==> src/sccb_pkg.sv <==
`default_nettype none

package sccb_pkg;

	// --------------------
	// bus payloads
	// --------------------

	// one sccb write, 3-phase
	typedef struct packed {
		logic [6:0] dev_addr;	// 7-bit sensor id, write bit added on the wire
		logic [7:0] reg_addr;
		logic [7:0] reg_val;
	} sccb_xfer_t;

	typedef struct packed {
		logic        psel;
		logic        penable;
		logic        pwrite;
		logic [7:0]  paddr;
		logic [31:0] pwdata;
	} apb_req_t;

	typedef struct packed {
		logic [31:0] prdata;
		logic        pready;
	} apb_rsp_t;

	// --------------------
	// register map
	// --------------------
	localparam int INIT_LEN = 8;	// entries in the start-up table

	localparam logic [7:0] REG_CTRL   = 8'h00;	// bit 0 starts a run
	localparam logic [7:0] REG_DEV    = 8'h04;
	localparam logic [7:0] REG_STATUS = 8'h08;

	localparam int STAT_DONE_BIT = 0;
	localparam int STAT_ERR_BIT  = 1;
	localparam int STAT_BUSY_BIT = 2;

	localparam logic [6:0] DEV_RESET = 7'h21;	// 0x42 on the wire

endpackage

`default_nettype wire
==> src/sccb_init_top.sv <==
`timescale 1ns/1ps
`default_nettype none

module sccb_init_top
	import sccb_pkg::*;
#(
	parameter int CLK_DIV = 4	// quarter-bit length in CLK cycles
)
(
	input  wire logic     CLK,
	input  wire logic     RST_N,
	input  wire apb_req_t apb_req,
	output apb_rsp_t      apb_rsp,
	output logic          scl,
	output logic          sda_oe,
	input  wire logic     sda_in,
	output logic          irq
);

	// --------------------
	// internal wiring
	// --------------------
	logic       start;
	logic       busy;
	logic       seq_done;
	logic       seq_err;
	logic [6:0] dev_addr;
	logic [2:0] entry_idx;
	logic [7:0] entry_reg;
	logic [7:0] entry_val;
	sccb_xfer_t xfer;
	logic       go;
	logic       xfer_done;
	logic       nack;

	sccb_regs u_regs
	(
		.CLK      (CLK),
		.RST_N    (RST_N),
		.apb_req  (apb_req),
		.apb_rsp  (apb_rsp),
		.busy     (busy),
		.seq_done (seq_done),
		.seq_err  (seq_err),
		.start    (start),
		.dev_addr (dev_addr),
		.irq      (irq)
	);

	sccb_init_seq u_seq
	(
		.CLK       (CLK),
		.RST_N     (RST_N),
		.start     (start),
		.dev_addr  (dev_addr),
		.entry_idx (entry_idx),
		.entry_reg (entry_reg),
		.entry_val (entry_val),
		.xfer      (xfer),
		.go        (go),
		.xfer_done (xfer_done),
		.nack      (nack),
		.busy      (busy),
		.seq_done  (seq_done),
		.seq_err   (seq_err)
	);

	sccb_init_rom u_rom
	(
		.entry_idx (entry_idx),
		.entry_reg (entry_reg),
		.entry_val (entry_val)
	);

	sccb_bit_engine #(
		.CLK_DIV (CLK_DIV)
	)
	u_engine
	(
		.CLK       (CLK),
		.RST_N     (RST_N),
		.xfer      (xfer),
		.go        (go),
		.scl       (scl),
		.sda_oe    (sda_oe),
		.sda_in    (sda_in),
		.xfer_done (xfer_done),
		.nack      (nack)
	);

endmodule

`default_nettype wire

==> src/sccb_regs.sv <==
`timescale 1ns/1ps
`default_nettype none

module sccb_regs
	import sccb_pkg::*;
(
	input  wire logic     CLK,
	input  wire logic     RST_N,
	input  wire apb_req_t apb_req,
	output apb_rsp_t      apb_rsp,
	input  wire logic     busy,
	input  wire logic     seq_done,
	input  wire logic     seq_err,
	output logic          start,
	output logic [6:0]    dev_addr,
	output logic          irq
);

	logic        access;	// apb access phase
	logic        wr;
	logic        rd;
	logic        start_wr;
	logic        sts_done;	// sticky
	logic        sts_err;	// sticky
	logic [31:0] status;
	logic [31:0] rdata;

	assign access   = apb_req.psel && apb_req.penable;
	assign wr       = access && apb_req.pwrite;
	assign rd       = access && !apb_req.pwrite;
	assign start_wr = wr && (apb_req.paddr == REG_CTRL) && apb_req.pwdata[0] && !busy;

	// --------------------
	// write side
	// --------------------
	always_ff @(posedge CLK or negedge RST_N)
	begin
		if (!RST_N)
		begin
			start    <= 1'b0;
			dev_addr <= DEV_RESET;
			sts_done <= 1'b0;
			sts_err  <= 1'b0;
		end
		else
		begin
			start <= start_wr;	// one cycle, ignored while busy
			if (wr && (apb_req.paddr == REG_DEV))
				dev_addr <= apb_req.pwdata[6:0];
			if (start_wr)
			begin
				sts_done <= 1'b0;	// new run clears old status
				sts_err  <= 1'b0;
			end
			else
			begin
				if (seq_done)
					sts_done <= 1'b1;
				if (seq_err)
					sts_err <= 1'b1;
			end
		end
	end

	// --------------------
	// read side
	// --------------------
	always_comb
	begin
		status                = 32'h0;
		status[STAT_DONE_BIT] = sts_done;
		status[STAT_ERR_BIT]  = sts_err;
		status[STAT_BUSY_BIT] = busy;
	end

	always_comb
	begin
		rdata = 32'h0;	// ctrl reads back zero
		if (rd)
		begin
			case (apb_req.paddr)
				REG_DEV:    rdata = {25'h0, dev_addr};
				REG_STATUS: rdata = status;
				default:    rdata = 32'h0;
			endcase
		end
	end

	assign apb_rsp.prdata = rdata;
	assign apb_rsp.pready = 1'b1;	// zero wait states
	assign irq            = sts_done | sts_err;

endmodule

`default_nettype wire

==> src/sccb_init_seq.sv <==
`timescale 1ns/1ps
`default_nettype none

module sccb_init_seq
	import sccb_pkg::*;
(
	input  wire logic       CLK,
	input  wire logic       RST_N,
	input  wire logic       start,
	input  wire logic [6:0] dev_addr,
	output logic [2:0]      entry_idx,
	input  wire logic [7:0] entry_reg,
	input  wire logic [7:0] entry_val,
	output sccb_xfer_t      xfer,
	output logic            go,
	input  wire logic       xfer_done,
	input  wire logic       nack,
	output logic            busy,
	output logic            seq_done,
	output logic            seq_err
);

	typedef enum logic [1:0]
	{
		S_IDLE,
		S_ISSUE,	// go rises here
		S_WAIT,		// engine busy
		S_GAP		// go low one cycle
	} state_t;

	localparam logic [2:0] LAST_IDX = 3'(INIT_LEN - 1);

	state_t state;

	// --------------------
	// table walk
	// --------------------
	always_ff @(posedge CLK or negedge RST_N)
	begin
		if (!RST_N)
		begin
			state     <= S_IDLE;
			entry_idx <= 3'd0;
			seq_done  <= 1'b0;
			seq_err   <= 1'b0;
		end
		else
		begin
			seq_done <= 1'b0;
			seq_err  <= 1'b0;
			case (state)
				S_IDLE:
				begin
					if (start)
					begin
						entry_idx <= 3'd0;
						state     <= S_ISSUE;
					end
				end
				S_ISSUE:
					state <= S_WAIT;
				S_WAIT:
				begin
					if (xfer_done)
					begin
						if (nack)
						begin
							seq_err <= 1'b1;	// sensor silent, abort run
							state   <= S_IDLE;
						end
						else if (entry_idx == LAST_IDX)
						begin
							seq_done <= 1'b1;
							state    <= S_IDLE;
						end
						else
						begin
							entry_idx <= entry_idx + 3'd1;	// sync advance
							state     <= S_GAP;
						end
					end
				end
				default:
					state <= S_ISSUE;	// S_GAP
			endcase
		end
	end

	assign go   = (state == S_ISSUE) || (state == S_WAIT);
	assign busy = (state != S_IDLE);

	// stable while go is high, idx only moves in gap
	assign xfer.dev_addr = dev_addr;
	assign xfer.reg_addr = entry_reg;
	assign xfer.reg_val  = entry_val;

endmodule

`default_nettype wire

==> src/sccb_bit_engine.sv <==
`timescale 1ns/1ps
`default_nettype none

module sccb_bit_engine
	import sccb_pkg::*;
#(
	parameter int CLK_DIV = 4	// cycles per quarter bit, 2 or more
)
(
	input  wire logic       CLK,
	input  wire logic       RST_N,
	input  wire sccb_xfer_t xfer,
	input  wire logic       go,
	output logic            scl,
	output logic            sda_oe,	// 1 pulls sda low
	input  wire logic       sda_in,
	output logic            xfer_done,
	output logic            nack
);

	localparam int         TW        = $clog2(CLK_DIV);
	localparam logic [4:0] SLOT_STOP = 5'd28;	// start + 27 bits before it

	logic          active;
	logic          go_q;
	logic [TW-1:0] tick_cnt;
	logic          tick;		// last cycle of a quarter
	logic [1:0]    qtr;			// quarter within current slot
	logic [4:0]    slot;		// 0 start, 1..27 bits, 28 stop
	logic [3:0]    bit_cnt;		// 0..7 data, 8 ack
	logic [23:0]   shift;
	logic          launch;
	logic          data_slot;
	logic          ack_slot;
	logic          slot_end;
	logic [1:0]    sda_meta;	// input sync
	logic          scl_c;
	logic          oe_c;

	assign launch    = !active && go && !go_q;	// rising go only
	assign tick      = (tick_cnt == TW'(CLK_DIV - 1));
	assign data_slot = (slot != 5'd0) && (slot != SLOT_STOP);
	assign ack_slot  = data_slot && (bit_cnt == 4'd8);
	assign slot_end  = active && tick && (qtr == 2'd3);

	// --------------------
	// sequencing
	// --------------------
	always_ff @(posedge CLK or negedge RST_N)
	begin
		if (!RST_N)
		begin
			active    <= 1'b0;
			go_q      <= 1'b0;
			tick_cnt  <= '0;
			qtr       <= 2'd0;
			slot      <= 5'd0;
			bit_cnt   <= 4'd0;
			nack      <= 1'b0;
			xfer_done <= 1'b0;
		end
		else
		begin
			go_q      <= go;
			xfer_done <= 1'b0;	// single-cycle pulse
			if (launch)
			begin
				active   <= 1'b1;
				tick_cnt <= '0;
				qtr      <= 2'd0;
				slot     <= 5'd0;
				bit_cnt  <= 4'd0;
				nack     <= 1'b0;	// fresh status per transfer
			end
			else if (active)
			begin
				tick_cnt <= tick ? '0 : tick_cnt + 1'b1;
				// ack sampled at the middle of scl high
				if (ack_slot && (qtr == 2'd1) && tick && sda_meta[1])
					nack <= 1'b1;
				if (tick)
					qtr <= qtr + 2'd1;
				if (slot_end)
				begin
					if (slot == SLOT_STOP)
					begin
						active    <= 1'b0;
						xfer_done <= 1'b1;
					end
					else
						slot <= slot + 5'd1;
					if (data_slot)
						bit_cnt <= (bit_cnt == 4'd8) ? 4'd0 : bit_cnt + 4'd1;
				end
			end
		end
	end

	// payload, msb first
	always_ff @(posedge CLK)
	begin
		if (launch)
			shift <= {xfer.dev_addr, 1'b0, xfer.reg_addr, xfer.reg_val};
		else if (slot_end && data_slot && !ack_slot)
			shift <= {shift[22:0], 1'b0};
	end

	always_ff @(posedge CLK or negedge RST_N)
	begin
		if (!RST_N)
			sda_meta <= 2'b11;	// idle line is high
		else
			sda_meta <= {sda_meta[0], sda_in};
	end

	// --------------------
	// pin waveform
	// --------------------
	always_comb
	begin
		scl_c = 1'b1;	// idle, bus released
		oe_c  = 1'b0;
		if (active)
		begin
			if (slot == 5'd0)
			begin
				scl_c = (qtr != 2'd3);
				oe_c  = (qtr != 2'd0);	// sda falls, scl high
			end
			else if (slot == SLOT_STOP)
			begin
				scl_c = (qtr != 2'd0);
				oe_c  = (qtr < 2'd2);	// sda rises, scl high
			end
			else
			begin
				scl_c = (qtr == 2'd1) || (qtr == 2'd2);
				oe_c  = !ack_slot && !shift[23];	// release for ack
			end
		end
	end

	// registered pins, no glitches
	always_ff @(posedge CLK or negedge RST_N)
	begin
		if (!RST_N)
		begin
			scl    <= 1'b1;
			sda_oe <= 1'b0;
		end
		else
		begin
			scl    <= scl_c;
			sda_oe <= oe_c;
		end
	end

endmodule

`default_nettype wire

==> src/sccb_init_rom.sv <==
`timescale 1ns/1ps
`default_nettype none

// lookup of the sensor start-up table
module sccb_init_rom
(
	input  wire logic [2:0] entry_idx,
	output logic [7:0]      entry_reg,
	output logic [7:0]      entry_val
);

	always_comb
	begin
		case (entry_idx)
			3'd0:    {entry_reg, entry_val} = {8'h12, 8'h80};	// COM7 soft reset
			3'd1:    {entry_reg, entry_val} = {8'h11, 8'h01};	// clkrc prescale
			3'd2:    {entry_reg, entry_val} = {8'h3A, 8'h04};	// tslb output sequence
			3'd3:    {entry_reg, entry_val} = {8'h40, 8'hD0};	// COM15 rgb565 full range
			3'd4:    {entry_reg, entry_val} = {8'h8C, 8'h00};	// rgb444 off
			3'd5:    {entry_reg, entry_val} = {8'h17, 8'h13};	// hstart
			3'd6:    {entry_reg, entry_val} = {8'h18, 8'h01};	// hstop
			default: {entry_reg, entry_val} = {8'h32, 8'hB6};	// href edge offsets
		endcase
	end

endmodule

`default_nettype wire

==> config.mk <==
export PLATFORM = sky130hd
export DESIGN_NAME = sccb_init_top
export DESIGN_NICKNAME = d
export VERILOG_FILES = /design/src/sccb_pkg.sv /design/src/sccb_init_top.sv /design/src/sccb_regs.sv /design/src/sccb_init_seq.sv /design/src/sccb_bit_engine.sv /design/src/sccb_init_rom.sv
export SDC_FILE = /design/constraint.sdc
export NUM_CORES = 1
export LEC_CHECK = 0
export ABC_AREA = 1
export CAP_MARGIN = 10
export CORE_MARGIN = 2
export CORE_UTILIZATION = 40
export CTS_CLUSTER_SIZE = 25
export DETAILED_ROUTE_END_ITERATION = 16
export DONT_BUFFER_PORTS = 1
export PLACE_DENSITY_LB_ADDON = 0.1
export SLEW_MARGIN = 10
export SYNTH_ARGS = -nofsm -noshare
export SYNTH_HDL_FRONTEND = slang
export SYNTH_SLANG_ARGS = --single-unit
==> constraint.sdc <==
create_clock -name CLK -period 4.4 [get_ports CLK]
set_input_delay 0.22 -clock CLK [delete_from_list [all_inputs] [get_ports CLK]]
set_output_delay 0.22 -clock CLK [all_outputs]
set_load 0.02 [all_outputs]
==> results of run 1 <==
final cells by class:
class,instances,share of cell area [%]
Tap cell,108,3.649
Sequential cell,62,45.03
Multi-Input combinational cell,290,41.05
Clock buffer,14,4.122
Clock inverter,2,0.2703
Inverter,40,4.054
Timing Repair Buffer,6,1.824
cells by family after synthesis:
group | after synthesis | share of synthesized area [%]
AO/OA/AOI/OAI | 23 | 3.532
XOR/XNOR | 2 | 0.4996
adder cells (fa/ha/maj) | 17 | 6.065
buffers and inverters | 75 | 11.67
flip-flops | 62 | 47.56
other | 2 | 0.2141
AND/OR/NAND/NOR | 222 | 30.47
flip-flops by register name (all words and copies together), names as in the netlist, 2 cells and up:
name,cells
u_engine.qtr,2
u_engine.tick_cnt,2
u_seq.entry_idx,3
u_engine.shift,24
u_regs.dev_addr,7
u_engine.sda_meta,2
u_engine.slot,5
u_seq.state,2
u_engine.bit_cnt,4
stage by stage:
stage / cell area [um2] / utilization, % / setup slack [ns] / hold slack [ns]
6_report: 3704 / 43.10 / 1.757 / 0.01481
5_1_grt: 3704 / 43.10 / 1.445 / 0.02536
4_1_cts: 3704 / 43.10 / 1.685 / 0.004796
3_5_place_dp: 3481 / 40.51 / 1.687 / -0.07465
3_3_place_gp: 3481 / 40.51 / 1.674 / -0.07481
2_1_floorplan: 3597 / - / 2.419 / -0.07559
power breakdown:
part / internal (mW) / total (mW) / switching, mW
clock: 0.219 / 0.433 / 0.214
sequential: 0.695 / 0.763 / 0.0688
combinational: 0.137 / 0.416 / 0.279
layout by cell type (no fill, tap or decap), drive strengths merged, types with 2 or more instances in the layout:
master,n
edfxtp,23
a21oi,7
conb,26
and3,2
buf,2
nand3,68
nor3b,4
nand2,109
or2,3
nand3b,3
inv,39
o22ai,2
nand4,3
dfstp,5
clkinv,3
clkbuf,14
nor2,27
dlygate4sd3,4
ha,17
dfrtp,33
nor3,2
o21ai,12
per-layer routing:
metal  wire (um)  track usage (%)  vias up
met5           0                0        -
met4         142            7.265        0
met3         238            3.237       11
met2        2872            22.12       52
met1        3291            20.28     1158
li1            -                -     1276
worst max-delay path by stage:
stage / slack (ns) / to / from / cells after the start
after global routing: 1.45 / u_engine.shift[10]$_DFFE_PP_ / u_seq.state[0]$_DFFE_PN0P_ / 6
final: 1.76 / u_engine.shift[17]$_DFFE_PP_ / u_seq.state[0]$_DFFE_PN0P_ / 6
after floorplan: 2.42 / u_engine.shift[0]$_DFFE_PP_ / u_engine.slot[0]$_DFFE_PN0P_ / 7
after global placement: 1.67 / u_engine.shift[19]$_DFFE_PP_ / u_seq.state[0]$_DFFE_PN0P_ / 6
after detailed placement: 1.69 / u_engine.shift[17]$_DFFE_PP_ / u_seq.state[0]$_DFFE_PN0P_ / 6
after CTS: 1.68 / u_engine.shift[18]$_DFFE_PP_ / u_seq.state[0]$_DFFE_PN0P_ / 6
==> flow_summary.html, run 1 <==
<table>
<tr><th>Metric</th><th>Value</th></tr>
<tr><th colspan="2">Status</th></tr>
<tr><td>Run status</td><td>complete, no violations</td></tr>
<tr><th colspan="2">Critical path</th></tr>
<tr><td>Minimum setup slack among reg-to-reg paths</td><td>approximately 1.8 ns</td></tr>
<tr><td>Critical path cell sequence</td><td>inv_1 -&gt; ha_1 -&gt; inv_1 -&gt; nor2_1 -&gt; nand2_1 -&gt; nand2_1</td></tr>
<tr><td>Cell type group with the largest total delay on the critical path</td><td>simple AND/OR/NAND/NOR gates</td></tr>
<tr><td>CP endpoint kind</td><td>flop</td></tr>
<tr><td>Critical register-to-register path endpoint</td><td>u_engine.shift[17]$_DFFE_PP_</td></tr>
<tr><td>Required time worst endpoint</td><td>about 4.3 ns</td></tr>
<tr><td>Reg2Reg Depth</td><td>6</td></tr>
<tr><td>Critical-path maximum fanout</td><td>23</td></tr>
<tr><td>Data arrival time of the critical path</td><td>2.50 ns</td></tr>
<tr><td>Reg2reg start</td><td>u_seq.state[0]$_DFFE_PN0P_</td></tr>
<tr><td>Largest stage delay on the critical path</td><td>roughly 0.75 ns</td></tr>
<tr><td>Worst-path cell with the longest stage delay</td><td>nand2_1</td></tr>
<tr><td>Category of the worst setup path launch point</td><td>flop</td></tr>
<tr><td>Worst path bufs/invs</td><td>2</td></tr>
<tr><td>Critical path type</td><td>reg -&gt; reg</td></tr>
<tr><th colspan="2">Cells and area</th></tr>
<tr><td>Post-synthesis to final-layout area growth</td><td>5.601%</td></tr>
<tr><td>Area of the multi-input gates</td><td>about 1500 um2</td></tr>
<tr><td>Final standard cell count with taps included and fillers excluded</td><td>522</td></tr>
<tr><td>Layout fillers</td><td>about 870</td></tr>
<tr><td>Area taken by flip-flops and latches</td><td>roughly 1700 um2</td></tr>
<tr><td>Number of antenna diodes</td><td>0</td></tr>
<tr><td>Ratio of cells with drive above 1 in the final layout</td><td>a little under an eighth</td></tr>
<tr><td>Net count reported at finish</td><td>around 470</td></tr>
<tr><th colspan="2">Clock tree</th></tr>
<tr><td>Postcts setup bufs</td><td>0</td></tr>
<tr><td>H-tree Lvls</td><td>3</td></tr>
<tr><td>Deepest clock path buffer count</td><td>2</td></tr>
<tr><td>Clock tree from TritonCTS</td><td>yes</td></tr>
<tr><td>Sinks on Clock Net</td><td>between 60 and 70</td></tr>
<tr><td>Clk Latency, worst-skew pair</td><td>~0.34 ns</td></tr>
<tr><td>Resized cells post-CTS</td><td>0</td></tr>
<tr><td>Quantity of hold-fixing buffers added after cts</td><td>5</td></tr>
<tr><td>Worst-path clk slew</td><td>about 0.070 ns</td></tr>
<tr><td>Clock tree root buffer cell</td><td>clkbuf_8</td></tr>
<tr><td>Total CTS buffers</td><td>9</td></tr>
<tr><th colspan="2">Floorplanning</th></tr>
<tr><td>DIE AREA</td><td>9533 um2</td></tr>
<tr><td>Std-Cell Rows</td><td>34</td></tr>
<tr><td>Starting density of the core</td><td>around 41%</td></tr>
<tr><td>I/O pin count</td><td>82</td></tr>
<tr><td>Core area</td><td>around 8600 um2</td></tr>
<tr><td>Die width</td><td>between 90 and 100 um</td></tr>
<tr><td>Die Y</td><td>about 98 um</td></tr>
<tr><th colspan="2">Yosys</th></tr>
<tr><td>Count of synthesis-stage warnings from yosys</td><td>0</td></tr>
<tr><td>Cell with the most instances after synthesis</td><td>nand2_1</td></tr>
<tr><td>Library cells used by synthesis</td><td>35</td></tr>
<tr><td>Part of the Yosys area used for sequential elements</td><td>a little under half</td></tr>
<tr><td>Fraction of synthesis flops using an asynchronous set or reset pin</td><td>about 60%</td></tr>
<tr><td>Average footprint of a synthesized cell</td><td>a little under 9 um2</td></tr>
<tr><td>Main area contributors after synthesis</td><td>dfrtp_1 24%, edfxtp_1 20%, nand2_1 11%, nand3_1 8.1%, ha_1 6.1%</td></tr>
<tr><td>Leading post-synthesis cells by instance count</td><td>104 x nand2_1, 57 x nand3_1, 36 x inv_1, 33 x dfrtp_1, 27 x buf_4</td></tr>
<tr><td>Post-synth top flop</td><td>dfrtp_1</td></tr>
<tr><td>EDFF count, synth</td><td>23</td></tr>
<tr><td>Proportion of netlist area held by the largest area contributor</td><td>between 20% and 30%</td></tr>
<tr><td>Synth area leader</td><td>dfrtp_1</td></tr>
<tr><td>Total standard cell area after synthesis</td><td>roughly 3500 um2</td></tr>
<tr><td>Register bit total from synthesis</td><td>just over 60</td></tr>
<tr><td>Cell count after synthesis</td><td>roughly 400</td></tr>
<tr><th colspan="2">STA</th></tr>
<tr><td>Share of the cycle needed by the critical path after routing</td><td>about three fifths</td></tr>
<tr><td>Actual transition at the worst max-transition pin</td><td>0.9467 ns</td></tr>
<tr><td>Final critical delay including setup and external delays</td><td>about 2.6 ns</td></tr>
<tr><td>Final Hold Fails</td><td>0</td></tr>
<tr><td>Unrepaired setup endpoints after global routing</td><td>no</td></tr>
<tr><td>Post-Route Setup TNS</td><td>0 ns</td></tr>
<tr><td>Post-route clock skew</td><td>slightly above 0.009 ns</td></tr>
<tr><td>Max-slew violation total from the final report</td><td>0</td></tr>
<tr><td>Max transition margin</td><td>a little under two fifths</td></tr>
<tr><td>Max Freq</td><td>approximately 0.38 GHz</td></tr>
<tr><td># setup viols final</td><td>0</td></tr>
<tr><th colspan="2">Placement</th></tr>
<tr><td>Port buffer count</td><td>0</td></tr>
<tr><td>Number of placed cells counting well taps</td><td>between 500 and 600</td></tr>
<tr><td>Sum of net half-perimeters after detailed placement</td><td>around 4600 um</td></tr>
<tr><td>Routability-driven placement congestion ratio</td><td>0.7529</td></tr>
<tr><th colspan="2">Min path</th></tr>
<tr><td>WHS Endpoint</td><td>u_regs.dev_addr[2]$_DFFE_PN0P_</td></tr>
<tr><td>Hold Path Depth</td><td>2</td></tr>
<tr><td>Startpoint of the tightest hold check path</td><td>apb_req[2]</td></tr>
<tr><td>Min-delay worst type</td><td>in -&gt; reg</td></tr>
<tr><th colspan="2">Drt</th></tr>
<tr><td>Final WL</td><td>6546 um</td></tr>
<tr><td>Antenna viol nets, final</td><td>0</td></tr>
<tr><td>Wire length per cell</td><td>around 13 um</td></tr>
<tr><td>Via count</td><td>around 2500</td></tr>
<tr><td>Iter 0 DRT Violations</td><td>approximately 120</td></tr>
<tr><td>Number of remaining DRC errors</td><td>0</td></tr>
<tr><td>First-pass DRT Iterations</td><td>4</td></tr>
<tr><td>Routed vias/inst</td><td>approximately 4.8</td></tr>
<tr><th colspan="2">Flow run</th></tr>
<tr><td>Total of max-cap violations</td><td>0</td></tr>
<tr><th colspan="2">Global routing</th></tr>
<tr><td>Wire length of the first global-routing pass</td><td>11350 um</td></tr>
<tr><td>Global routing usage summed across all routing layers</td><td>between 10% and 20%</td></tr>
<tr><td>Initial antenna violation count</td><td>0</td></tr>
<tr><td>Pin count of the biggest net entering global routing</td><td>39</td></tr>
<tr><td>Sum of overflow across all layers after global routing</td><td>0</td></tr>
<tr><td>Via count of the first global-routing pass</td><td>between 2000 and 2500</td></tr>
<tr><th colspan="2">Power and ir drop</th></tr>
<tr><td>Total power per unit cell area</td><td>approximately 440 nW/um2</td></tr>
<tr><td>Static leakage</td><td>between 1.5 and 2 nW</td></tr>
<tr><td>Final Total Pwr</td><td>about 1.6 mW</td></tr>
<tr><td>Worst ir drop on vdd</td><td>about 0.0003 V</td></tr>
</table>
Power figures use the tool's default switching activity.
==> inputs of run 2 (changes only) <==
--- a/config.mk
+++ b/config.mk
@@ -5,7 +5,7 @@
 export SDC_FILE = /design/constraint.sdc
 export NUM_CORES = 1
 export LEC_CHECK = 0
-export ABC_AREA = 1
+export ABC_AREA = 0
 export CAP_MARGIN = 10
 export CORE_MARGIN = 2
 export CORE_UTILIZATION = 40
==> constraint.sdc (replaced) <==
create_clock -name CLK -period 2.2 [get_ports CLK]
set_input_delay 0.11 -clock CLK [delete_from_list [all_inputs] [get_ports CLK]]
set_output_delay 0.11 -clock CLK [all_outputs]
set_load 0.02 [all_outputs]
==> flow_summary.html, run 2 <==
<table>
<tr><th>Metric</th><th>Value</th></tr>
<tr><th colspan="2">Critical path</th></tr>
<tr><td>Worst-path cell with the longest stage delay</td><td>dfrtp_1</td></tr>
<tr><td>CP endpoint kind</td><td>flop</td></tr>
<tr><td>Critical-path maximum fanout</td><td>23</td></tr>
<tr><td>Critical path type</td><td>reg -&gt; reg</td></tr>
<tr><td>Reg2reg start</td><td>u_engine.slot[0]$_DFFE_PN0P_</td></tr>
<tr><td>Data arrival time of the critical path</td><td>2.02 ns</td></tr>
<tr><td>Critical path cell sequence</td><td>inv_1 -&gt; ha_1 -&gt; and4_1 -&gt; nor4_4 -&gt; or2_2 -&gt; buf_12</td></tr>
<tr><td>Largest stage delay on the critical path</td><td>about 0.40 ns</td></tr>
<tr><td>Critical register-to-register path endpoint</td><td>u_engine.shift[12]$_DFFE_PP_</td></tr>
<tr><td>Minimum setup slack among reg-to-reg paths</td><td>between 0.2 and 0.25 ns</td></tr>
<tr><td>Category of the worst setup path launch point</td><td>flop</td></tr>
<tr><td>Reg2Reg Depth</td><td>6</td></tr>
<tr><td>Required time worst endpoint</td><td>around 2.2 ns</td></tr>
<tr><th colspan="2">Cells and area</th></tr>
<tr><td>Net count reported at finish</td><td>between 300 and 400</td></tr>
<tr><td>Ratio of cells with drive above 1 in the final layout</td><td>13.89%</td></tr>
<tr><td>Register name with the most flops</td><td>u_engine.shift</td></tr>
<tr><td>Flip-flop count of the largest register after layout</td><td>24</td></tr>
<tr><td>Biggest registers after layout</td><td>u_engine.shift: 24 flops, u_regs.dev_addr: 7 flops, u_engine.slot: 5 flops</td></tr>
<tr><td>Layout fillers</td><td>between 700 and 800</td></tr>
<tr><td>Highest-count cells in the layout ignoring fill and taps</td><td>36 x nand2_1, 33 x dfrtp_1, 26 x conb_1</td></tr>
<tr><td>Number of antenna diodes</td><td>0</td></tr>
<tr><td>Post-synthesis to final-layout area growth</td><td>10.83%</td></tr>
<tr><td>Leading cell type in the layout, fill and taps excluded</td><td>nand2_1</td></tr>
<tr><th colspan="2">Floorplanning</th></tr>
<tr><td>I/O pin count</td><td>82</td></tr>
<tr><td>Std-Cell Rows</td><td>32</td></tr>
<tr><td>Core area</td><td>between 7000 and 8000 um2</td></tr>
<tr><td>Die width</td><td>roughly 94 um</td></tr>
<tr><td>Die Y</td><td>94.08 um</td></tr>
<tr><td>Starting density of the core</td><td>roughly 42%</td></tr>
<tr><td>DIE AREA</td><td>8850 um2</td></tr>
<tr><th colspan="2">STA</th></tr>
<tr><td># setup viols final</td><td>0</td></tr>
<tr><td>Post-Route Setup TNS</td><td>0 ns</td></tr>
<tr><td>Max-slew violation total from the final report</td><td>0</td></tr>
<tr><td>Final Hold Fails</td><td>0</td></tr>
<tr><td>Max transition margin</td><td>about 57%</td></tr>
<tr><td>Actual transition at the worst max-transition pin</td><td>around 0.63 ns</td></tr>
<tr><td>Worst path setup slack after routing</td><td>0.2098 ns</td></tr>
<tr><td>Post-route clock skew</td><td>0.01385 ns</td></tr>
<tr><td>Final critical delay including setup and external delays</td><td>between 1.5 and 2 ns</td></tr>
<tr><td>Share of the cycle needed by the critical path after routing</td><td>about nine tenths</td></tr>
<tr><td>Max Freq</td><td>0.5025 GHz</td></tr>
<tr><td>Unrepaired setup endpoints after global routing</td><td>no</td></tr>
<tr><th colspan="2">Global routing</th></tr>
<tr><td>Pin count of the biggest net entering global routing</td><td>39</td></tr>
<tr><td>Via count of the first global-routing pass</td><td>roughly 2100</td></tr>
<tr><td>Sum of overflow across all layers after global routing</td><td>0</td></tr>
<tr><td>Wire length of the first global-routing pass</td><td>just over 10000 um</td></tr>
<tr><td>Global routing usage summed across all routing layers</td><td>between 15 and 20%</td></tr>
<tr><td>Initial antenna violation count</td><td>0</td></tr>
<tr><th colspan="2">Clock tree</th></tr>
<tr><td>H-tree Lvls</td><td>3</td></tr>
<tr><td>Clock tree from TritonCTS</td><td>yes</td></tr>
<tr><td>Sinks on Clock Net</td><td>62</td></tr>
<tr><td>Total CTS buffers</td><td>9</td></tr>
<tr><td>Quantity of hold-fixing buffers added after cts</td><td>11</td></tr>
<tr><td>Clk Latency, worst-skew pair</td><td>roughly 0.34 ns</td></tr>
<tr><td>Deepest clock path buffer count</td><td>2</td></tr>
<tr><td>Resized cells post-CTS</td><td>0</td></tr>
<tr><td>Worst-path clk slew</td><td>about 0.06 ns</td></tr>
<tr><td>Postcts setup bufs</td><td>0</td></tr>
<tr><td>Clock tree root buffer cell</td><td>clkbuf_8</td></tr>
<tr><th colspan="2">Placement</th></tr>
<tr><td>Post-placement setup slack</td><td>a little under 0.2 ns</td></tr>
<tr><td>Port buffer count</td><td>0</td></tr>
<tr><td>Routability-driven placement congestion ratio</td><td>approximately 0.76</td></tr>
<tr><td>Sum of net half-perimeters after detailed placement</td><td>4337 um</td></tr>
<tr><th colspan="2">Yosys</th></tr>
<tr><td>Fraction of synthesis flops using an asynchronous set or reset pin</td><td>61.29%</td></tr>
<tr><td>Simple-Gate Fraction of Synth Area</td><td>between 10% and 20%</td></tr>
<tr><td>Cell with the most instances after synthesis</td><td>nand2_1</td></tr>
<tr><td>Proportion of netlist area held by the largest area contributor</td><td>25.44%</td></tr>
<tr><td>Xor/xnor share of the synthesized area</td><td>less than 1%</td></tr>
<tr><td>Compound-Gate Fraction of Synth Area</td><td>between 10 and 15%</td></tr>
<tr><td>Leading post-synthesis cells by instance count</td><td>36 x nand2_1, 33 x dfrtp_1, 26 x buf_4, 23 x edfxtp_1, 21 x o21ai_0</td></tr>
<tr><td>Adder-cell share of the synthesized area</td><td>under 10%</td></tr>
<tr><td>EDFF count, synth</td><td>23</td></tr>
<tr><td>Post-synth top flop</td><td>dfrtp_1</td></tr>
<tr><td>Count of synthesis-stage warnings from yosys</td><td>0</td></tr>
<tr><td>Synth area leader</td><td>dfrtp_1</td></tr>
<tr><td>Part of the Yosys area used for sequential elements</td><td>between 50% and 60%</td></tr>
<tr><td>Total standard cell area after synthesis</td><td>~3200 um2</td></tr>
<tr><td>Main area contributors after synthesis</td><td>dfrtp_1 25%, edfxtp_1 21%, ha_1 6.6%, buf_4 6.0%, nand2_1 4.2%</td></tr>
<tr><td>Largest family of logic cells by synthesized area</td><td>simple AND/OR/NAND/NOR gates</td></tr>
<tr><td>Library cells used by synthesis</td><td>55</td></tr>
<tr><td>Register bit total from synthesis</td><td>slightly above 60</td></tr>
<tr><td>Average footprint of a synthesized cell</td><td>about 11 um2</td></tr>
<tr><td>Mux share of post-synthesis cell area</td><td>3.354%</td></tr>
<tr><td>Cell count after synthesis</td><td>between 200 and 300</td></tr>
<tr><th colspan="2">Status</th></tr>
<tr><td>Run status</td><td>complete, no violations</td></tr>
<tr><th colspan="2">Drt</th></tr>
<tr><td>Met3 wire len</td><td>between 200 and 250 um</td></tr>
<tr><td>Iter 0 DRT Violations</td><td>96</td></tr>
<tr><td>Number of remaining DRC errors</td><td>0</td></tr>
<tr><td>Length of routed met2 wiring</td><td>2853 um</td></tr>
<tr><td>Wire length per cell</td><td>between 10 and 15 um</td></tr>
<tr><td>Max layer used</td><td>met4</td></tr>
<tr><td>Metal-1 WL</td><td>slightly above 3000 um</td></tr>
<tr><td>Routed vias/inst</td><td>roughly 5.0</td></tr>
<tr><td>Final WL</td><td>~6300 um</td></tr>
<tr><td>Via count</td><td>about 2100</td></tr>
<tr><td>First-pass DRT Iterations</td><td>4</td></tr>
<tr><td>Antenna viol nets, final</td><td>0</td></tr>
<tr><th colspan="2">Min path</th></tr>
<tr><td>Hold Path Depth</td><td>3</td></tr>
<tr><td>Startpoint of the tightest hold check path</td><td>apb_req[34]</td></tr>
<tr><td>WHS Endpoint</td><td>u_regs.start$_DFF_PN0_</td></tr>
<tr><td>Min-delay worst type</td><td>in -&gt; reg</td></tr>
<tr><th colspan="2">Power and ir drop</th></tr>
<tr><td>Worst ir drop on vdd</td><td>0.0003088 V</td></tr>
<tr><td>Static leakage</td><td>roughly 1.6 nW</td></tr>
<tr><td>Total power per unit cell area</td><td>~870 nW/um2</td></tr>
<tr><td>Final Total Pwr</td><td>approximately 3.1 mW</td></tr>
<tr><th colspan="2">Flow run</th></tr>
<tr><td>Total of max-cap violations</td><td>0</td></tr>
</table>
-- run 2: cell types whose count changed after synthesis, sizes merged, moves of 9 or more --
cell,before,now
a22o,0,13
inv,39,16
nand2,109,36
nand3,68,7
nor2,27,17
o21ai,12,21
-- run 2: cell families (layout without fill, tap and decap cells) --
group                    count (synthesis)  count (layout)
flip-flops                              62              62
AND/OR/NAND/NOR                         96              96
XOR/XNOR                                 2               2
multiplexers                            10              10
other                                    2              26
adder cells (fa/ha/maj)                 17              17
buffers and inverters                   52              53
AO/OA/AOI/OAI                           58              58
-- run 2: through the flow --
step	utilization (%)	cell area, um2	instances	hold slack (ns)
after global routing	46.07	3597	426	0.05208
after floorplan	-	3336	323	-0.1856
final	46.07	3597	426	0.009259
after detailed placement	42.45	3314	399	-0.1844
after CTS	46.07	3597	426	0.003324
after global placement	42.45	3314	399	-0.1847
-- run 2: layout make-up --
type	count	area (um2)	area share (%)
Sequential cell	62	1668	46.37
Multi-Input combinational cell	209	1371	38.12
Timing Repair Buffer	21	207.7	5.774
Clock buffer	14	152.6	4.243
Tap cell	102	127.6	3.548
Inverter	16	60.06	1.670
Clock inverter	2	10.01	0.2783
-- run 2: layer usage --
layer | global-route usage (%) | vias to the layer above
met3 | 3.451 | 11
met1 | 20.87 | 1004
met5 | 0 | -
li1 | - | 1041
met4 | 6.522 | 0
met2 | 23.81 | 54
-- run 2: worst max path at each step --
| stage | end | startpoint | slack, ns |
|---|---|---|---|
| 4_1_cts | u_engine.shift[12]$_DFFE_PP_ | u_engine.slot[0]$_DFFE_PN0P_ | 0.19 |
| 3_5_place_dp | u_engine.bit_cnt[2]$_DFFE_PN0P_ | u_engine.slot[0]$_DFFE_PN0P_ | 0.20 |
| 6_report | u_engine.shift[12]$_DFFE_PP_ | u_engine.slot[0]$_DFFE_PN0P_ | 0.21 |
| 3_3_place_gp | u_engine.shift[15]$_DFFE_PP_ | u_engine.slot[0]$_DFFE_PN0P_ | 0.20 |
| 5_1_grt | u_engine.shift[15]$_DFFE_PP_ | u_engine.slot[0]$_DFFE_PN0P_ | 0.07 |
| 2_1_floorplan | u_engine.shift[0]$_DFFE_PP_ | u_engine.slot[0]$_DFFE_PN0P_ | 0.03 |
-- run 2: worst max-delay path: cells and delay by family (launching register included) --
kind	cells	cell delay, ns
and+or+nand+nor	3	0.82
DFF	1	0.40
buffers and inverters	2	0.25
adders and majority gates	1	0.23
-- run 2: power breakdown --
part	internal (mW)	total (mW)	switching [mW]
Sequential	1.35	1.46	0.110
Combinational	0.329	0.809	0.479
Clock	0.438	0.868	0.430
Total	2.11	3.13	1.02
==> inputs of run 3 (changes only) <==
==> constraint.sdc (replaced) <==
create_clock -name CLK -period 2.2 [get_ports CLK]
set_input_delay 0.22 -clock CLK [delete_from_list [all_inputs] [get_ports CLK]]
set_output_delay 0.22 -clock CLK [all_outputs]
set_load 0.02 [all_outputs]
==> flow_summary.html, run 3 (same netlist as run 2, synthesis figures left out) <==
<table>
<tr><th>Metric</th><th>Value</th></tr>
<tr><th colspan="2">Status</th></tr>
<tr><td>Run status</td><td>complete, no violations</td></tr>
<tr><th colspan="2">Placement</th></tr>
<tr><td>Routability-driven placement congestion ratio</td><td>between 0.7 and 0.8</td></tr>
<tr><td>Post-DP Area</td><td>about 3300 um2</td></tr>
<tr><td>Port buffer count</td><td>0</td></tr>
<tr><td>Number of placed cells counting well taps</td><td>399</td></tr>
<tr><td>Post-placement setup slack</td><td>0.1786 ns</td></tr>
<tr><td>Sum of net half-perimeters after detailed placement</td><td>between 4000 and 5000 um</td></tr>
<tr><th colspan="2">Global routing</th></tr>
<tr><td>Via count of the first global-routing pass</td><td>~2000</td></tr>
<tr><td>Global routing usage summed across all routing layers</td><td>approximately 15%</td></tr>
<tr><td>Met3 track utilization from global routing</td><td>4.334%</td></tr>
<tr><td>Fraction of met2 tracks used by global routing</td><td>between 20% and 30%</td></tr>
<tr><td>Most Used Layer, Global Route</td><td>met2</td></tr>
<tr><td>Met1 layer usage reported by global route</td><td>between 20% and 30%</td></tr>
<tr><td>Initial antenna violation count</td><td>0</td></tr>
<tr><td>Pin count of the biggest net entering global routing</td><td>39</td></tr>
<tr><td>Wire length of the first global-routing pass</td><td>between 9000 and 10000 um</td></tr>
<tr><td>Sum of overflow across all layers after global routing</td><td>0</td></tr>
<tr><th colspan="2">STA</th></tr>
<tr><td>Max transition margin</td><td>between 50 and 60%</td></tr>
<tr><td>Post-Route Setup TNS</td><td>0 ns</td></tr>
<tr><td>Share of the cycle needed by the critical path after routing</td><td>between 90% and 100%</td></tr>
<tr><td>Unrepaired setup endpoints after global routing</td><td>no</td></tr>
<tr><td>Final Hold Fails</td><td>0</td></tr>
<tr><td>Post-route clock skew</td><td>0.008495 ns</td></tr>
<tr><td>Max Freq</td><td>0.4984 GHz</td></tr>
<tr><td>Worst path setup slack after routing</td><td>0.1935 ns</td></tr>
<tr><td># setup viols final</td><td>0</td></tr>
<tr><td>Actual transition at the worst max-transition pin</td><td>between 0.6 and 0.7 ns</td></tr>
<tr><td>Max-slew violation total from the final report</td><td>0</td></tr>
<tr><td>Final critical delay including setup and external delays</td><td>~2.0 ns</td></tr>
<tr><td>Hold slack</td><td>just over 0.03 ns</td></tr>
<tr><th colspan="2">Critical path</th></tr>
<tr><td>Cell type group with the largest total delay on the critical path</td><td>simple AND/OR/NAND/NOR gates</td></tr>
<tr><td>CP endpoint kind</td><td>flop</td></tr>
<tr><td>Critical path cell sequence</td><td>inv_1 -&gt; ha_1 -&gt; and4_1 -&gt; nor4_4 -&gt; or2_2 -&gt; buf_12</td></tr>
<tr><td>Minimum setup slack among reg-to-reg paths</td><td>0.19 ns</td></tr>
<tr><td>Reg2reg start</td><td>u_engine.slot[0]$_DFFE_PN0P_</td></tr>
<tr><td>Critical register-to-register path endpoint</td><td>u_engine.shift[8]$_DFFE_PP_</td></tr>
<tr><td>Worst path bufs/invs</td><td>2</td></tr>
<tr><td>Setup crit start</td><td>u_engine.slot[0]$_DFFE_PN0P_</td></tr>
<tr><td>End point of the critical path</td><td>u_engine.shift[8]$_DFFE_PP_</td></tr>
<tr><td>Data arrival time of the critical path</td><td>roughly 2.1 ns</td></tr>
<tr><td>Largest stage delay on the critical path</td><td>around 0.4 ns</td></tr>
<tr><td>Worst-path cell with the longest stage delay</td><td>dfrtp_1</td></tr>
<tr><td>Critical-path maximum fanout</td><td>23</td></tr>
<tr><td>Critical path type</td><td>reg -&gt; reg</td></tr>
<tr><td>Required time worst endpoint</td><td>2.24 ns</td></tr>
<tr><td>Critical Path Stages</td><td>6</td></tr>
<tr><td>Reg2Reg Depth</td><td>6</td></tr>
<tr><td>Category of the worst setup path launch point</td><td>flop</td></tr>
<tr><th colspan="2">Drt</th></tr>
<tr><td>Iter 0 DRT Violations</td><td>124</td></tr>
<tr><td>Wire length per cell</td><td>around 15 um</td></tr>
<tr><td>Number of remaining DRC errors</td><td>0</td></tr>
<tr><td>Antenna viol nets, final</td><td>0</td></tr>
<tr><td>First-pass DRT Iterations</td><td>4</td></tr>
<tr><td>Final WL</td><td>6062 um</td></tr>
<tr><td>Via count</td><td>2066</td></tr>
<tr><td>Routed vias/inst</td><td>between 4 and 5</td></tr>
<tr><th colspan="2">Floorplanning</th></tr>
<tr><td>DIE AREA</td><td>~8900 um2</td></tr>
<tr><td>I/O pin count</td><td>a little over 80</td></tr>
<tr><td>Starting density of the core</td><td>roughly two fifths</td></tr>
<tr><td>Die width</td><td>~94 um</td></tr>
<tr><td>Std-Cell Rows</td><td>32</td></tr>
<tr><td>Core area</td><td>7807 um2</td></tr>
<tr><td>Die Y</td><td>roughly 94 um</td></tr>
<tr><th colspan="2">Power and ir drop</th></tr>
<tr><td>Total power per unit cell area</td><td>around 920 nW/um2</td></tr>
<tr><td>Static leakage</td><td>approximately 1.6 nW</td></tr>
<tr><td>Worst ir drop on vdd</td><td>approximately 0.00042 V</td></tr>
<tr><td>Switching part of the total</td><td>between 30% and 40%</td></tr>
<tr><td>Net switching power figure</td><td>about 1 mW</td></tr>
<tr><td>Internal power</td><td>2.244 mW</td></tr>
<tr><td>Sequential group share of total power</td><td>between 40% and 50%</td></tr>
<tr><td>Final Total Pwr</td><td>between 3 and 4 mW</td></tr>
<tr><td>Combinational power share</td><td>around 24%</td></tr>
<tr><td>Clock network fraction of design power</td><td>a little under a third</td></tr>
<tr><th colspan="2">Min path</th></tr>
<tr><td>Min-delay worst type</td><td>in -&gt; reg</td></tr>
<tr><th colspan="2">Cells and area</th></tr>
<tr><td>Post-synthesis to final-layout area growth</td><td>9.522%</td></tr>
<tr><td>Final instance area</td><td>3555 um2</td></tr>
<tr><td>Leading cell type in the layout, fill and taps excluded</td><td>nand2_1</td></tr>
<tr><td>Register name with the most flops</td><td>u_engine.shift</td></tr>
<tr><td>Biggest registers after layout</td><td>u_engine.shift: 24 flops, u_regs.dev_addr: 7 flops, u_engine.slot: 5 flops</td></tr>
<tr><td>Ratio of cells with drive above 1 in the final layout</td><td>roughly 15%</td></tr>
<tr><td>Final standard cell count with taps included and fillers excluded</td><td>418</td></tr>
<tr><td>Net count reported at finish</td><td>374</td></tr>
<tr><td>Final core utilization</td><td>45.53%</td></tr>
<tr><td>Layout fillers</td><td>around 760</td></tr>
<tr><td>Number of antenna diodes</td><td>0</td></tr>
<tr><td>Highest-count cells in the layout ignoring fill and taps</td><td>36 x nand2_1, 33 x dfrtp_1, 26 x conb_1</td></tr>
<tr><td>Flip-flop count of the largest register after layout</td><td>24</td></tr>
<tr><th colspan="2">Clock tree</th></tr>
<tr><td>Clock tree root buffer cell</td><td>clkbuf_8</td></tr>
<tr><td>Resized cells post-CTS</td><td>0</td></tr>
<tr><td>Deepest clock path buffer count</td><td>2</td></tr>
<tr><td>Sinks on Clock Net</td><td>62</td></tr>
<tr><td>Clock tree from TritonCTS</td><td>yes</td></tr>
<tr><td>Quantity of hold-fixing buffers added after cts</td><td>3</td></tr>
<tr><td>Clk Latency, worst-skew pair</td><td>between 0.3 and 0.4 ns</td></tr>
<tr><td>H-tree Lvls</td><td>3</td></tr>
<tr><td>Total CTS buffers</td><td>9</td></tr>
<tr><td>Worst-path clk slew</td><td>~0.07 ns</td></tr>
<tr><td>Postcts setup bufs</td><td>0</td></tr>
<tr><th colspan="2">Flow run</th></tr>
<tr><td>Total of max-cap violations</td><td>0</td></tr>
</table>
-- run 3: changes by cell type in the layout (fill, tap and decap cells not counted) --
cell	change
clkbuf_8	+1
bufinv_16	+1
clkbuf_1	-3
clkinv_2	+1
dlygate4sd3_1	-8
-- run 3: power by group through the flow --
stage,combinational [mW],sequential (mW),clock (mW)
after global routing,0.901,1.47,1.11
final,0.791,1.45,1.01
after detailed placement,0.772,1.48,0
after global placement,0.763,1.48,0
after CTS,0.799,1.46,1.05
after floorplan,0.638,1.46,0
-- run 3: final cells by class --
class / instances / area (um2) / share of cell area (%)
inverters: 16 / 60.06 / 1.690
clock buffers: 12 / 155.1 / 4.365
well taps: 102 / 127.6 / 3.590
flip-flops and latches: 62 / 1668 / 46.92
repair buffers: 13 / 127.6 / 3.590
clock inverters: 4 / 45.04 / 1.267
multi-input cells: 209 / 1371 / 38.58
-- run 3: worst min path at each step --
stage,from,end,slack (ns),cells after the start
final,apb_req[1],u_regs.dev_addr[1]$_DFFE_PN0P_,0.03,1
after floorplan,RST_N,u_engine.active$_DFF_PN0_,-0.08,0
after global placement,RST_N,u_engine.slot[4]$_DFFE_PN0P_,-0.07,0
after detailed placement,RST_N,u_engine.slot[4]$_DFFE_PN0P_,-0.07,0
after global routing,apb_req[5],u_regs.dev_addr[5]$_DFFE_PN1P_,0.01,1
after CTS,apb_req[1],u_regs.dev_addr[1]$_DFFE_PN0P_,0.01,1
-- run 3: per-layer routing --
layer / vias to the layer above / routed length (um)
li1: 1023 / -
met3: 10 / 304
met1: 982 / 2932
met5: - / 0
met2: 51 / 2732
met4: 0 / 93
